File: src/cp0_pkg.sv
package cp0_pkg;

    localparam int DATA_W = 32;

    // coprocessor 0 register numbers
    typedef enum logic [4:0] {
        BADVADDR = 5'd8,
        COUNT    = 5'd9,
        COMPARE  = 5'd11,
        STATUS   = 5'd12,
        CAUSE    = 5'd13,
        EPC      = 5'd14,
        PRID     = 5'd15,
        CONFIG   = 5'd16
    } cp0_addr_e;

    // status fields
    localparam int STATUS_IE    = 0;
    localparam int STATUS_EXL   = 1;
    localparam int STATUS_IM_LO = 10;
    localparam int STATUS_IM_HI = 15;

    // cause fields
    localparam int CAUSE_EXC_LO = 2;
    localparam int CAUSE_EXC_HI = 6;
    localparam int CAUSE_IP_LO  = 10;
    localparam int CAUSE_IP_HI  = 15;
    localparam int CAUSE_BD     = 31;

    localparam logic [DATA_W-1:0] STATUS_RESET   = 32'h0000_0000;
    localparam logic [DATA_W-1:0] CAUSE_RESET    = 32'h0000_0000;
    localparam logic [DATA_W-1:0] EPC_RESET      = 32'h0000_0000;
    localparam logic [DATA_W-1:0] BADVADDR_RESET = 32'h0000_0000;
    localparam logic [DATA_W-1:0] PRID_RESET     = 32'h0001_8000;
    localparam logic [DATA_W-1:0] CONFIG_RESET   = 32'h0000_8000;

    // software-writable bits
    localparam logic [DATA_W-1:0] STATUS_MASK = 32'h0000_fc03;
    localparam logic [DATA_W-1:0] CAUSE_MASK  = 32'h0000_0000;

    typedef enum logic [4:0] {
        INT  = 5'd0,
        ADEL = 5'd4,
        ADES = 5'd5,
        SYS  = 5'd8,
        BP   = 5'd9,
        RI   = 5'd10,
        OV   = 5'd12
    } exccode_e;

endpackage

File: src/exc_pkg.sv
package exc_pkg;

    // declaration order is the priority order, highest first after NONE
    typedef enum logic [3:0] {
        NONE,
        INT,
        ADEL_IF,
        ADEL,
        ADES,
        RI,
        OV,
        BP,
        SYS,
        ERET
    } exc_type_e;

    localparam logic [31:0] EXC_VECTOR = 32'hbfc0_0380;

    // one flag per synchronous exception source of the pipeline
    typedef struct packed {
        logic adel_if;
        logic adel;
        logic ades;
        logic ri;
        logic ov;
        logic bp;
        logic sys;
        logic eret;
    } exc_flags_t;

endpackage

File: src/cp0_access_if.sv
interface cp0_access_if;

    logic                          wr_en;
    cp0_pkg::cp0_addr_e            wr_addr;
    logic [cp0_pkg::DATA_W-1:0]    wr_data;
    cp0_pkg::cp0_addr_e            rd_addr;
    logic [cp0_pkg::DATA_W-1:0]    rd_data;

    modport bus (
        output wr_en,
        output wr_addr,
        output wr_data,
        output rd_addr,
        input  rd_data
    );

    modport regs (
        input  wr_en,
        input  wr_addr,
        input  wr_data,
        input  rd_addr,
        output rd_data
    );

endinterface

File: src/exc_if.sv
interface exc_if;

    exc_pkg::exc_type_e            exc_type;
    logic                          delayslot;
    logic [cp0_pkg::DATA_W-1:0]    pc;
    logic [cp0_pkg::DATA_W-1:0]    badvaddr;

    // committed on the edge where exc_type is not NONE
    modport src (
        output exc_type,
        output delayslot,
        output pc,
        output badvaddr
    );

    modport sink (
        input exc_type,
        input delayslot,
        input pc,
        input badvaddr
    );

endinterface

File: src/cp0_wb_slave.sv
module cp0_wb_slave (
    input  logic                          clk,
    input  logic                          rst,
    input  logic                          wb_cyc,
    input  logic                          wb_stb,
    input  logic                          wb_we,
    input  cp0_pkg::cp0_addr_e            wb_adr,
    input  logic [cp0_pkg::DATA_W-1:0]    wb_dat_i,
    output logic [cp0_pkg::DATA_W-1:0]    wb_dat_o,
    output logic                          wb_ack,
    cp0_access_if.bus                     acc
);

    typedef enum logic {
        IDLE,
        ACK
    } state_e;

    state_e state;
    logic   req;

    // new cycle only accepted from idle, so each access is seen once
    assign req = wb_cyc && wb_stb && (state == IDLE);

    assign acc.wr_en   = req && wb_we;
    assign acc.wr_addr = wb_adr;
    assign acc.wr_data = wb_dat_i;
    assign acc.rd_addr = wb_adr;

    assign wb_ack = (state == ACK);

    always_ff @(posedge clk) begin
        if (!rst) begin
            state <= IDLE;
        end else begin
            case (state)
                IDLE: begin
                    if (req) begin
                        state <= ACK;
                    end
                end
                default: begin
                    state <= IDLE;
                end
            endcase
        end
    end

    // read data lines up with ack
    always_ff @(posedge clk) begin
        if (req) begin
            wb_dat_o <= acc.rd_data;
        end
    end

    a_ack_single: assert property (@(posedge clk) disable iff (!rst)
        wb_ack |=> !wb_ack);

endmodule

File: src/exc_arbiter.sv
module exc_arbiter (
    input  logic                          clk,
    input  logic                          rst,
    input  exc_pkg::exc_flags_t           flags,
    input  logic [cp0_pkg::DATA_W-1:0]    pc,
    input  logic [cp0_pkg::DATA_W-1:0]    badvaddr_in,
    input  logic                          delayslot,
    input  logic [4:0]                    hw_int,
    input  logic [cp0_pkg::DATA_W-1:0]    status,
    input  logic [cp0_pkg::DATA_W-1:0]    cause,
    output logic [4:0]                    hw_int_sync,
    exc_if.src                            exc
);

    logic [4:0]         hw_int_meta;
    logic [5:0]         ip;
    logic [5:0]         im;
    logic               int_pending;
    exc_pkg::exc_type_e sel;

    // two-flop synchronizer for the async interrupt lines
    always_ff @(posedge clk) begin
        if (!rst) begin
            hw_int_meta <= '0;
            hw_int_sync <= '0;
        end else begin
            hw_int_meta <= hw_int;
            hw_int_sync <= hw_int_meta;
        end
    end

    assign ip = cause[cp0_pkg::CAUSE_IP_HI:cp0_pkg::CAUSE_IP_LO];
    assign im = status[cp0_pkg::STATUS_IM_HI:cp0_pkg::STATUS_IM_LO];

    assign int_pending = status[cp0_pkg::STATUS_IE] && !status[cp0_pkg::STATUS_EXL]
                         && |(ip & im);

    // fixed priority, interrupt first
    always_comb begin
        if (int_pending)
            sel = exc_pkg::INT;
        else if (flags.adel_if)
            sel = exc_pkg::ADEL_IF;
        else if (flags.adel)
            sel = exc_pkg::ADEL;
        else if (flags.ades)
            sel = exc_pkg::ADES;
        else if (flags.ri)
            sel = exc_pkg::RI;
        else if (flags.ov)
            sel = exc_pkg::OV;
        else if (flags.bp)
            sel = exc_pkg::BP;
        else if (flags.sys)
            sel = exc_pkg::SYS;
        else if (flags.eret)
            sel = exc_pkg::ERET;
        else
            sel = exc_pkg::NONE;
    end

    assign exc.exc_type  = sel;
    assign exc.pc        = pc;
    assign exc.delayslot = delayslot;
    // fetch address error reports the pc itself
    assign exc.badvaddr  = (sel == exc_pkg::ADEL_IF) ? pc : badvaddr_in;

    a_no_int_in_exl: assert property (@(posedge clk) disable iff (!rst)
        status[cp0_pkg::STATUS_EXL] |-> (exc.exc_type != exc_pkg::INT));

endmodule

File: src/cp0_regs.sv
module cp0_regs (
    input  logic                          clk,
    input  logic                          rst,
    input  logic [4:0]                    hw_int_sync,
    cp0_access_if.regs                    acc,
    exc_if.sink                           exc,
    output logic [cp0_pkg::DATA_W-1:0]    status,
    output logic [cp0_pkg::DATA_W-1:0]    cause,
    output logic [cp0_pkg::DATA_W-1:0]    epc
);

    logic [cp0_pkg::DATA_W-1:0] badvaddr_q;
    logic [cp0_pkg::DATA_W-1:0] count_q;
    logic [cp0_pkg::DATA_W-1:0] compare_q;
    logic [cp0_pkg::DATA_W-1:0] status_q;
    logic [cp0_pkg::DATA_W-1:0] cause_q;
    logic [cp0_pkg::DATA_W-1:0] epc_q;
    logic                       timer_int;
    logic                       exc_taken;
    logic                       addr_err;
    logic [cp0_pkg::DATA_W-1:0] exc_epc;

    function automatic logic [cp0_pkg::DATA_W-1:0] masked(
        input logic [cp0_pkg::DATA_W-1:0] old_v,
        input logic [cp0_pkg::DATA_W-1:0] new_v,
        input logic [cp0_pkg::DATA_W-1:0] mask
    );
        return (old_v & ~mask) | (new_v & mask);
    endfunction

    function automatic cp0_pkg::exccode_e code_of(input exc_pkg::exc_type_e t);
        case (t)
            exc_pkg::ADEL_IF, exc_pkg::ADEL: code_of = cp0_pkg::ADEL;
            exc_pkg::ADES:                   code_of = cp0_pkg::ADES;
            exc_pkg::RI:                     code_of = cp0_pkg::RI;
            exc_pkg::OV:                     code_of = cp0_pkg::OV;
            exc_pkg::BP:                     code_of = cp0_pkg::BP;
            exc_pkg::SYS:                    code_of = cp0_pkg::SYS;
            default:                         code_of = cp0_pkg::INT;
        endcase
    endfunction

    assign exc_taken = (exc.exc_type != exc_pkg::NONE) && (exc.exc_type != exc_pkg::ERET);
    assign addr_err  = (exc.exc_type == exc_pkg::ADEL_IF) || (exc.exc_type == exc_pkg::ADEL)
                       || (exc.exc_type == exc_pkg::ADES);
    // branch in the delay slot restarts at the branch
    assign exc_epc   = exc.delayslot ? exc.pc - 32'd4 : exc.pc;

    always_ff @(posedge clk) begin
        if (!rst) begin
            badvaddr_q <= cp0_pkg::BADVADDR_RESET;
            count_q    <= '0;
            compare_q  <= '0;
            status_q   <= cp0_pkg::STATUS_RESET;
            cause_q    <= cp0_pkg::CAUSE_RESET;
            epc_q      <= cp0_pkg::EPC_RESET;
            timer_int  <= 1'b0;
        end else begin
            count_q <= count_q + 1'b1;
            if (compare_q != '0 && count_q == compare_q) begin
                timer_int <= 1'b1;
            end

            if (acc.wr_en) begin
                case (acc.wr_addr)
                    cp0_pkg::COUNT: begin
                        count_q <= acc.wr_data;
                    end
                    cp0_pkg::COMPARE: begin
                        compare_q <= acc.wr_data;
                        timer_int <= 1'b0;
                    end
                    cp0_pkg::STATUS: begin
                        status_q <= masked(status_q, acc.wr_data, cp0_pkg::STATUS_MASK);
                    end
                    cp0_pkg::CAUSE: begin
                        cause_q <= masked(cause_q, acc.wr_data, cp0_pkg::CAUSE_MASK);
                    end
                    cp0_pkg::EPC: begin
                        epc_q <= acc.wr_data;
                    end
                    default: begin
                    end
                endcase
            end

            // pending lines, timer on the top IP bit
            cause_q[cp0_pkg::CAUSE_IP_HI:cp0_pkg::CAUSE_IP_LO] <= {timer_int, hw_int_sync};

            // exception fields override a same-cycle bus write
            if (exc_taken) begin
                epc_q                                                <= exc_epc;
                cause_q[cp0_pkg::CAUSE_BD]                           <= exc.delayslot;
                cause_q[cp0_pkg::CAUSE_EXC_HI:cp0_pkg::CAUSE_EXC_LO] <= code_of(exc.exc_type);
                status_q[cp0_pkg::STATUS_EXL]                        <= 1'b1;
                if (addr_err) begin
                    badvaddr_q <= exc.badvaddr;
                end
            end else if (exc.exc_type == exc_pkg::ERET) begin
                status_q[cp0_pkg::STATUS_EXL] <= 1'b0;
            end
        end
    end

    always_comb begin
        case (acc.rd_addr)
            cp0_pkg::BADVADDR: acc.rd_data = badvaddr_q;
            cp0_pkg::COUNT:    acc.rd_data = count_q;
            cp0_pkg::COMPARE:  acc.rd_data = compare_q;
            cp0_pkg::STATUS:   acc.rd_data = status_q;
            cp0_pkg::CAUSE:    acc.rd_data = cause_q;
            cp0_pkg::EPC:      acc.rd_data = epc_q;
            cp0_pkg::PRID:     acc.rd_data = cp0_pkg::PRID_RESET;
            cp0_pkg::CONFIG:   acc.rd_data = cp0_pkg::CONFIG_RESET;
            default:           acc.rd_data = '0;
        endcase
    end

    assign status = status_q;
    assign cause  = cause_q;
    assign epc    = epc_q;

    a_exl_after_exc: assert property (@(posedge clk) disable iff (!rst)
        exc_taken |=> status_q[cp0_pkg::STATUS_EXL]);

endmodule

File: src/exc_redirect.sv
module exc_redirect (
    input  logic                          clk,
    input  logic                          rst,
    exc_if.sink                           exc,
    input  logic [cp0_pkg::DATA_W-1:0]    epc,
    output logic                          flush,
    output logic [cp0_pkg::DATA_W-1:0]    redirect_pc
);

    logic is_eret;

    assign is_eret = (exc.exc_type == exc_pkg::ERET);

    // one-cycle pulse after the commit edge
    always_ff @(posedge clk) begin
        if (!rst) begin
            flush <= 1'b0;
        end else begin
            flush <= (exc.exc_type != exc_pkg::NONE);
        end
    end

    // epc here is still the value from before the commit edge
    always_ff @(posedge clk) begin
        if (is_eret) begin
            redirect_pc <= epc;
        end else begin
            redirect_pc <= exc_pkg::EXC_VECTOR;
        end
    end

endmodule

File: src/cp0_top.sv
module cp0_top (
    input  logic                          clk,
    input  logic                          rst,
    input  logic                          wb_cyc,
    input  logic                          wb_stb,
    input  logic                          wb_we,
    input  logic [4:0]                    wb_adr,
    input  logic [cp0_pkg::DATA_W-1:0]    wb_dat_i,
    output logic [cp0_pkg::DATA_W-1:0]    wb_dat_o,
    output logic                          wb_ack,
    input  exc_pkg::exc_flags_t           pipe_flags,
    input  logic [cp0_pkg::DATA_W-1:0]    pipe_pc,
    input  logic                          pipe_delayslot,
    input  logic [cp0_pkg::DATA_W-1:0]    pipe_badvaddr,
    input  logic [4:0]                    hw_int,
    output logic                          flush,
    output logic [cp0_pkg::DATA_W-1:0]    redirect_pc,
    output logic [cp0_pkg::DATA_W-1:0]    status,
    output logic [cp0_pkg::DATA_W-1:0]    cause,
    output logic [cp0_pkg::DATA_W-1:0]    epc
);

    logic [4:0] hw_int_sync;

    cp0_access_if acc_if ();
    exc_if        exc_bus ();

    cp0_wb_slave wb_slave_i (
        .clk      (clk),
        .rst      (rst),
        .wb_cyc   (wb_cyc),
        .wb_stb   (wb_stb),
        .wb_we    (wb_we),
        .wb_adr   (cp0_pkg::cp0_addr_e'(wb_adr)),
        .wb_dat_i (wb_dat_i),
        .wb_dat_o (wb_dat_o),
        .wb_ack   (wb_ack),
        .acc      (acc_if.bus)
    );

    exc_arbiter arbiter_i (
        .clk         (clk),
        .rst         (rst),
        .flags       (pipe_flags),
        .pc          (pipe_pc),
        .badvaddr_in (pipe_badvaddr),
        .delayslot   (pipe_delayslot),
        .hw_int      (hw_int),
        .status      (status),
        .cause       (cause),
        .hw_int_sync (hw_int_sync),
        .exc         (exc_bus.src)
    );

    cp0_regs regs_i (
        .clk         (clk),
        .rst         (rst),
        .hw_int_sync (hw_int_sync),
        .acc         (acc_if.regs),
        .exc         (exc_bus.sink),
        .status      (status),
        .cause       (cause),
        .epc         (epc)
    );

    exc_redirect redirect_i (
        .clk         (clk),
        .rst         (rst),
        .exc         (exc_bus.sink),
        .epc         (epc),
        .flush       (flush),
        .redirect_pc (redirect_pc)
    );

endmodule

File: config.mk
export PLATFORM = sky130hd
export DESIGN_NAME = cp0_top
export DESIGN_NICKNAME = d
export VERILOG_FILES = /design/src/cp0_pkg.sv /design/src/exc_pkg.sv /design/src/cp0_access_if.sv /design/src/exc_if.sv /design/src/cp0_wb_slave.sv /design/src/exc_arbiter.sv /design/src/cp0_regs.sv /design/src/exc_redirect.sv /design/src/cp0_top.sv
export SDC_FILE = /design/constraint.sdc
export NUM_CORES = 1
export LEC_CHECK = 0
export BUFFER_PORTS_ARGS = -buffer_cell sky130_fd_sc_hd__buf_4
export CORE_AREA = 3 3 141 143
export DETAILED_ROUTE_END_ITERATION = 16
export DIE_AREA = 0 0 144 146
export PLACE_DENSITY = 0.82
export SYNTH_ARGS = -nofsm -noshare
export SYNTH_HDL_FRONTEND = slang
export SYNTH_SLANG_ARGS = --single-unit
File: constraint.sdc
create_clock -name clk -period 5.3 [get_ports clk]
set_input_delay 0.265 -clock clk [delete_from_list [all_inputs] [get_ports clk]]
set_output_delay 0.265 -clock clk [all_outputs]
set_load 0.02 [all_outputs]
== Yosys cells after proc, flatten, opt, wreduce, memory -nomap -nowiden ==
Cells that the tools add are included.
Widths: inputs -> output; s select.

* Output and inout port bits: 162
* Bits in registers: 249
* Logic and storage cells: 89
* Bits of input ports: 120

* Eq/ne operators: 18
* Bitwise logic cells: 4
* Reduce and logical (&&, ||, !) cells: 24
* Muxes and demuxes: 26
* $add $sub $neg: 2

{| class="wikitable"
|+ Operators by type and width
! operator !! count
|-
| $pmux 32 s8 || 1
|-
| $mux 32 || 7
|-
| $mux 4 || 9
|-
| $eq 5x4->1 const B || 7
|-
| $add 32x1->32 const B || 1
|-
| $eq 32x32->1 || 1
|-
| $or 32x16->32 || 1
|-
| $reduce_bool 32->1 || 1
|-
| $sub 32x3->32 const B || 1
|-
| $pmux 4 s6 || 1
|-
| $eq 4x3->1 const B || 4
|-
| $reduce_and 2->1 || 5
|-
| $eq 4x2->1 const B || 2
|-
| $eq 4x4->1 const B || 2
|-
| $logic_and 1x1->1 || 7
|-
| $and 6x6->6 || 1
|-
| $mux 1 || 6
|-
| $reduce_bool 3->1 || 2
|-
| $reduce_or 6->1 || 1
|-
| $eq 5x5->1 const B || 1
|-
| $mux 2 || 2
|-
| $ne 4x4->1 const B || 1
|-
| $reduce_bool 2->1 || 2
|-
| $reduce_bool 4->1 || 1
|-
| other kinds (4) || 7
|}

== Logic depth before layout (Yosys ltp) ==
* Depth in word-level cells: 13
* Mapped depth: 9
* Mapped depth without buffers: 8

== Modules after synthesis ==
From an unflattened synthesis, not the netlist that was laid out.

* Cell total of the unflattened synthesis: 1324
* Area, all modules: 11667.4 µm²

{| class="wikitable"
|+ Modules (own cells, without submodules)
! module !! times used !! cells an instance !! seq. area each (µm²) !! area each (µm²)
|-
| cp0_regs || 1 || 1067 || 2962.8 || 8261.7
|-
| cp0_wb_slave || 1 || 78 || 980.9 || 1326.3
|-
| exc_arbiter || 1 || 109 || 200.2 || 1177.4
|-
| exc_redirect || 1 || 70 || 660.6 || 902.1
|}

== Worst setup path after synthesis ==
No wires, ideal clock.

* Path kind: register to register
* From: register wb_slave_i.state (netlist: wb_slave_i.wb_ack)
* To: register regs_i.epc_q, in the netlist regs_i.epc[31]
* Data required time: 5.221 ns
* Path buffers: 3
* Arrival time: 3.108 ns
* Cell stages (with the launch flop): 8
* Clock period less this slack: 3.187 ns
* Setup time: 0.079 ns
* Path slack: 2.113 ns
* Cell sequence: dfxtp_1 nor2_1 and3_1 buf_2 buf_2 buf_1 a211oi_1 a211oi_2

* Cells in the longest elaborated chain, start to end: 5

{| class="wikitable"
|+ Ends and longest elaborated chain
! element !! line !! text
|-
| start, declared || cp0_wb_slave.sv:19 || <nowiki>state_e state;</nowiki>
|-
| start signal, assigned || cp0_wb_slave.sv:34 || <nowiki>state <= IDLE;</nowiki>
|-
| start signal, assigned || cp0_wb_slave.sv:39 || <nowiki>state <= ACK;</nowiki>
|-
| start signal, assigned || cp0_wb_slave.sv:43 || <nowiki>state <= IDLE;</nowiki>
|-
| $not 1->1 || cp0_wb_slave.sv:23 || <nowiki>assign req = wb_cyc && wb_stb && (state == IDLE);</nowiki>
|-
| $logic_and 1x1->1 || cp0_wb_slave.sv:23 ||
|-
| via wb_slave_i.req || cp0_wb_slave.sv:20 || <nowiki>logic req;</nowiki>
|-
| $logic_and 1x1->1 || cp0_wb_slave.sv:25 || <nowiki>assign acc.wr_en = req && wb_we;</nowiki>
|-
| $reduce_bool 2->1 (no source line) || n/a ||
|-
| $reduce_and 2->1 (no source line) || n/a ||
|-
| end signal, assigned || cp0_regs.sv:56 || <nowiki>epc_q <= cp0_pkg::EPC_RESET;</nowiki>
|-
| end signal, assigned || cp0_regs.sv:80 || <nowiki>epc_q <= acc.wr_data;</nowiki>
|-
| end signal, assigned || cp0_regs.sv:92 || <nowiki>epc_q <= exc_epc;</nowiki>
|-
| end, declared || cp0_regs.sv:17 || <nowiki>logic [cp0_pkg::DATA_W-1:0] epc_q;</nowiki>
|}

The timed path passes the listed nets, and every way through them passes these cells.
A chain may end at the register's enable or synchronous reset.

== Final worst setup path ==
* From: register regs_i.cause_q, in the netlist regs_i.cause[15]
* To: register regs_i.epc_q, in the netlist regs_i.epc[2]

* Cells in the longest elaborated chain, start to end: 8
* Elaborated cells between the ends (all ways): 11
* Classes of those cells: 1 x eq/ne; 2 x mux; 1 x bitwise; 7 x reduce/logical

{| class="wikitable"
|+ Ends and longest elaborated chain
! element !! line !! text
|-
| start, declared || cp0_regs.sv:16 || <nowiki>logic [cp0_pkg::DATA_W-1:0] cause_q;</nowiki>
|-
| start signal, assigned || cp0_regs.sv:55 || <nowiki>cause_q <= cp0_pkg::CAUSE_RESET;</nowiki>
|-
| start signal, assigned || cp0_regs.sv:77 || <nowiki>cause_q <= masked(cause_q, acc.wr_data, cp0_pkg::CAUSE_MASK);</nowiki>
|-
| start signal, assigned by index || cp0_regs.sv:88 || <nowiki>cause_q[cp0_pkg::CAUSE_IP_HI:cp0_pkg::CAUSE_IP_LO] <= {timer_int, hw_int_sync};</nowiki>
|-
| $and 6x6->6 (*) || exc_arbiter.sv:36 || <nowiki>&& |(ip & im);</nowiki>
|-
| $reduce_or 6->1 (*) || exc_arbiter.sv:36 ||
|-
| $logic_and 1x1->1 (*) || exc_arbiter.sv:36 ||
|-
| $mux 4 (*) || exc_arbiter.sv:40 || <nowiki>if (int_pending)</nowiki>
|-
| $ne 4x4->1 or $reduce_bool 4->1 (tied branches) || cp0_regs.sv:43 || <nowiki>assign exc_taken = (exc.exc_type != exc_pkg::NONE) && (exc.exc_type != exc_pkg::ERET);</nowiki>
|-
| $logic_and 1x1->1 (*) || cp0_regs.sv:43 ||
|-
| $reduce_bool 2->1 (no source line) || n/a ||
|-
| $reduce_and 2->1 (no source line) || n/a ||
|}

Every way passes the cells marked *; elsewhere a longest branch is shown, timed or not.

==> results_dict.tcl <==
set metrics [dict create \
    max_frequency_ghz 0.273 \
    grt_max_degree 86 \
    nNetsFinal 1508 \
    total_negative_setup_slacks_ps 0 \
    cp-end-kind "flop" \
    grt_first_pass_wirelength_um 54500 \
    antenna-diode-count 0 \
    track_usage_pct 33.1 \
    pre_cts_ws_ps 1800 \
    effective_utilization_at_floorplan_pct 57.8 \
    fin_ws_ps 1630 \
    ir_worst_vdd_mv 0.225 \
    crit_chain "a22oi_1 > a311o_1 > buf_4 > and3_1 > o21a_1 > buf_4 > nor2_1 > a211oi_1" \
    final-setup-viol-count 0 \
    post_synth_instance_area_um2 10800 \
    worst_margin_pin_slew_ps 1280 \
    synth_seq_cells 224 \
    fp.dieArea_um2 21000 \
    boundaryPins 282 \
    skew_ps 15.0 \
    drt_pass1_iterations 8 \
    post-synth-top-area-cell "dfxtp_1" \
    cellLeakagePower_nw 5.50 \
    synth_async_sr_flop_share_pct 0 \
    gp_routability_congestion 0.943 \
    warnings_from_yosys 0 \
    timing.critical_path.slowest_cell_delay_ps 880 \
    clkLatencyLatePin_ps 520 \
    cts.root.buffer_cell "clkbuf_16" \
    clk_pin_slew_worst_paths_ps 60 \
    initialDrtViolationCount 1494 \
    synthToLayoutAreaGrowth_pct 22.3 \
    synth_area_leaders "dfxtp_1, edfxtp_1, a211oi_1" \
    drive_gt1_share_pct 21.2 \
    timing.critical_path.from_type "flop" \
    synth_top_flop_cell "dfxtp_1" \
    avgRoutedWirePerCell_um 22.1 \
    critPathMostFrequentCell "buf_4" \
    fraction_of_the_yosys_area_taken_by_sequential_cells_pct 44.4 \
    cts_tree "done" \
    min_path_type "primary input to flop" \
    synth_edf_count 32 \
    routed_wl_um 36100 \
    ctsHtreeMaxLevel 1 \
    netlist_instances 1205 \
    initial_antenna_violation_count 0 \
    critical_path_fanouts_max 38 \
    post_cts_resize_count 0 \
    dieHeight_um 146 \
    worst_ep_required_time_ps 5700 \
    final_max_slew_viol_count 0 \
    synth.top_cell.area_share_pct 35.5 \
    detailed_route_vias_per_instance 6.13 \
    clkSinkCount 224 \
    drc_errors 0 \
    ys_types 55 \
    clk_path_buf_depth 3 \
    timing.max_cap.violations 0 \
    row_count 50 \
    route.antenna.remaining_nets 0 \
    detailed_place_hpwl_um 26200 \
    core_area_um2 18700 \
    status "complete, no violations" \
    floorplan.die.width_um 144 \
    finalHoldViolations 0 \
    routed-via-count 10000 \
    first_global_vias 9198 \
    rsz0062_at_grt "false" \
    criticalPathCategory "flop to flop" \
    post_route_minimum_period_ps 3670 \
    power-per-cell-area_nw_per_um2 292 \
    synth.avg_cell_area_um2 8.98 \
    grt-ovfl-total 0 \
    worst-endpoint-arrival_ps 4070 \
    cts-buffers-inserted 23 \
    final.period_utilization_pct 69.2 \
    slowest_stage_cell_on_the_critical_path "o21a_1" \
    slew_headroom_pct 15.0 \
    place.port_buffers 236 \
]
metal layers:
metal	global-route usage [%]	up-vias	share of wire, %
li1	-	4572	-
met1	47.2	4647	39
met2	49.8	727	45
met5	0	-	0
met4	8.85	0	3.0
met3	8.74	89	14
cells by family (layout without fill, tap and decap cells):
logic type                 Yosys count  after routing  synth area share, %
and+or+nand+nor                    394            394                 18.0
AOI/OAI and AO/OA                  272            272                 16.7
DFF                                224            224                 44.4
buffers and inverters              157            310                 7.25
xor gates and xnor gates            90             90                 7.29
muxes                               65             65                 6.02
adders and majority gates            2              2                0.231
other                                1             45               0.0347
final timing paths:
path	from	to	slack, ps	depth (start not counted)
worst min-delay path	pipe_flags[1]	regs_i.cause[5]	10	3
worst max-delay path	regs_i.cause[15]	regs_i.epc[2]	1630	8
worst max register to register	regs_i.cause[15]	regs_i.epc[2]	1630	8
worst min register to register	arbiter_i.hw_int_sync[0]	regs_i.cause[10]	430	1
power breakdown:
group | total, mW | leakage (nW) | switching, mW | internal, mW
combinational | 0.415 | 3.25 | 0.251 | 0.164
clock | 1.61 | 0.366 | 0.680 | 0.934
sequential | 1.83 | 1.88 | 0.0524 | 1.78
total | 3.86 | 5.50 | 0.984 | 2.87
stage by stage:
step	hold WS (ps)	instance area, um^2	cells	power (mW)	utilization (%)
2_1_floorplan	392	11000	1249	2.08	-
3_3_place_gp	413	12400	1590	2.26	66.5
3_5_place_dp	418	12400	1590	2.26	66.5
4_1_cts	6.11	13200	1636	3.84	70.7
5_1_grt	19.0	13200	1636	3.95	70.7
6_report	14.0	13200	1636	3.86	70.7
cell usage after synthesis, drive strengths merged, types with 17 or more instances:
| master | instances |
|---|---|
| and2 | 19 |
| o22ai | 33 |
| nor3 | 20 |
| nor4 | 34 |
| inv | 17 |
| xor2 | 59 |
| clkbuf | 78 |
| o21ai | 41 |
| a21oi | 51 |
| mux2i | 65 |
| a22oi | 24 |
| buf | 61 |
| xnor2 | 31 |
| edfxtp | 32 |
| a211oi | 96 |
| nand2 | 106 |
| and3 | 25 |
| dfxtp | 192 |
| nor2 | 117 |
what timing repair did:
item / 4_1_cts / 5_1_grt
buffers inserted: 0 / 0
hold buffers: 5 / 0
hold endpoints to repair: 5 / 0
state kept, by name, indices dropped and copies added, names as in the netlist:
signal                  count
redirect_i.redirect_pc     32
regs_i.badvaddr_q          32
regs_i.compare_q           32
regs_i.count_q             32
regs_i.epc                 32
wb_slave_i.wb_dat_o        32
regs_i.cause               11
regs_i.status               8
arbiter_i.hw_int_meta       5
arbiter_i.hw_int_sync       5
redirect_i.flush            1
regs_i.timer_int            1
wb_slave_i.wb_ack           1
area by class of cell:
type	count	area, um^2
fill	1431	5480
multi-input combinational	868	5430
sequential	224	4800
timing repair buffer	251	1900
clock buffer	35	682
tap	234	293
inverter	18	68.8
clock inverter	6	55.1
cells in the final DEF (no fill, tap or decap), types with 6 or more instances in the layout:
cell type,Yosys,final
nor2_1,117,116
xnor2_1,31,31
nor4_1,31,31
and2_1,19,19
a211oi_1,95,95
edfxtp_1,32,32
clkbuf_1,77,7
inv_1,17,17
or3_1,8,8
a21oi_1,51,51
xor2_1,59,59
and3_1,25,24
nor3_1,18,16
dfxtp_1,192,192
conb_1,1,45
nor2b_1,14,14
o22ai_1,33,33
mux2i_1,65,65
a221o_1,7,7
clkinv_2,0,6
nand2b_1,15,15
clkbuf_16,0,24
a22oi_1,24,24
o21ai_0,39,39
nand2_1,106,106
nand3_1,13,13
buf_4,47,246
nand4_1,12,12
worst max-delay path: cells and delay by family, from the launching register on:
family / cells / cell delay, ps
buffers and inverters: 2 / 700
DFF: 1 / 350
and+or+nand+nor: 2 / 850
AOI/OAI and AO/OA: 4 / 1630
No activity file was read; power rests on OpenSTA's default activity.
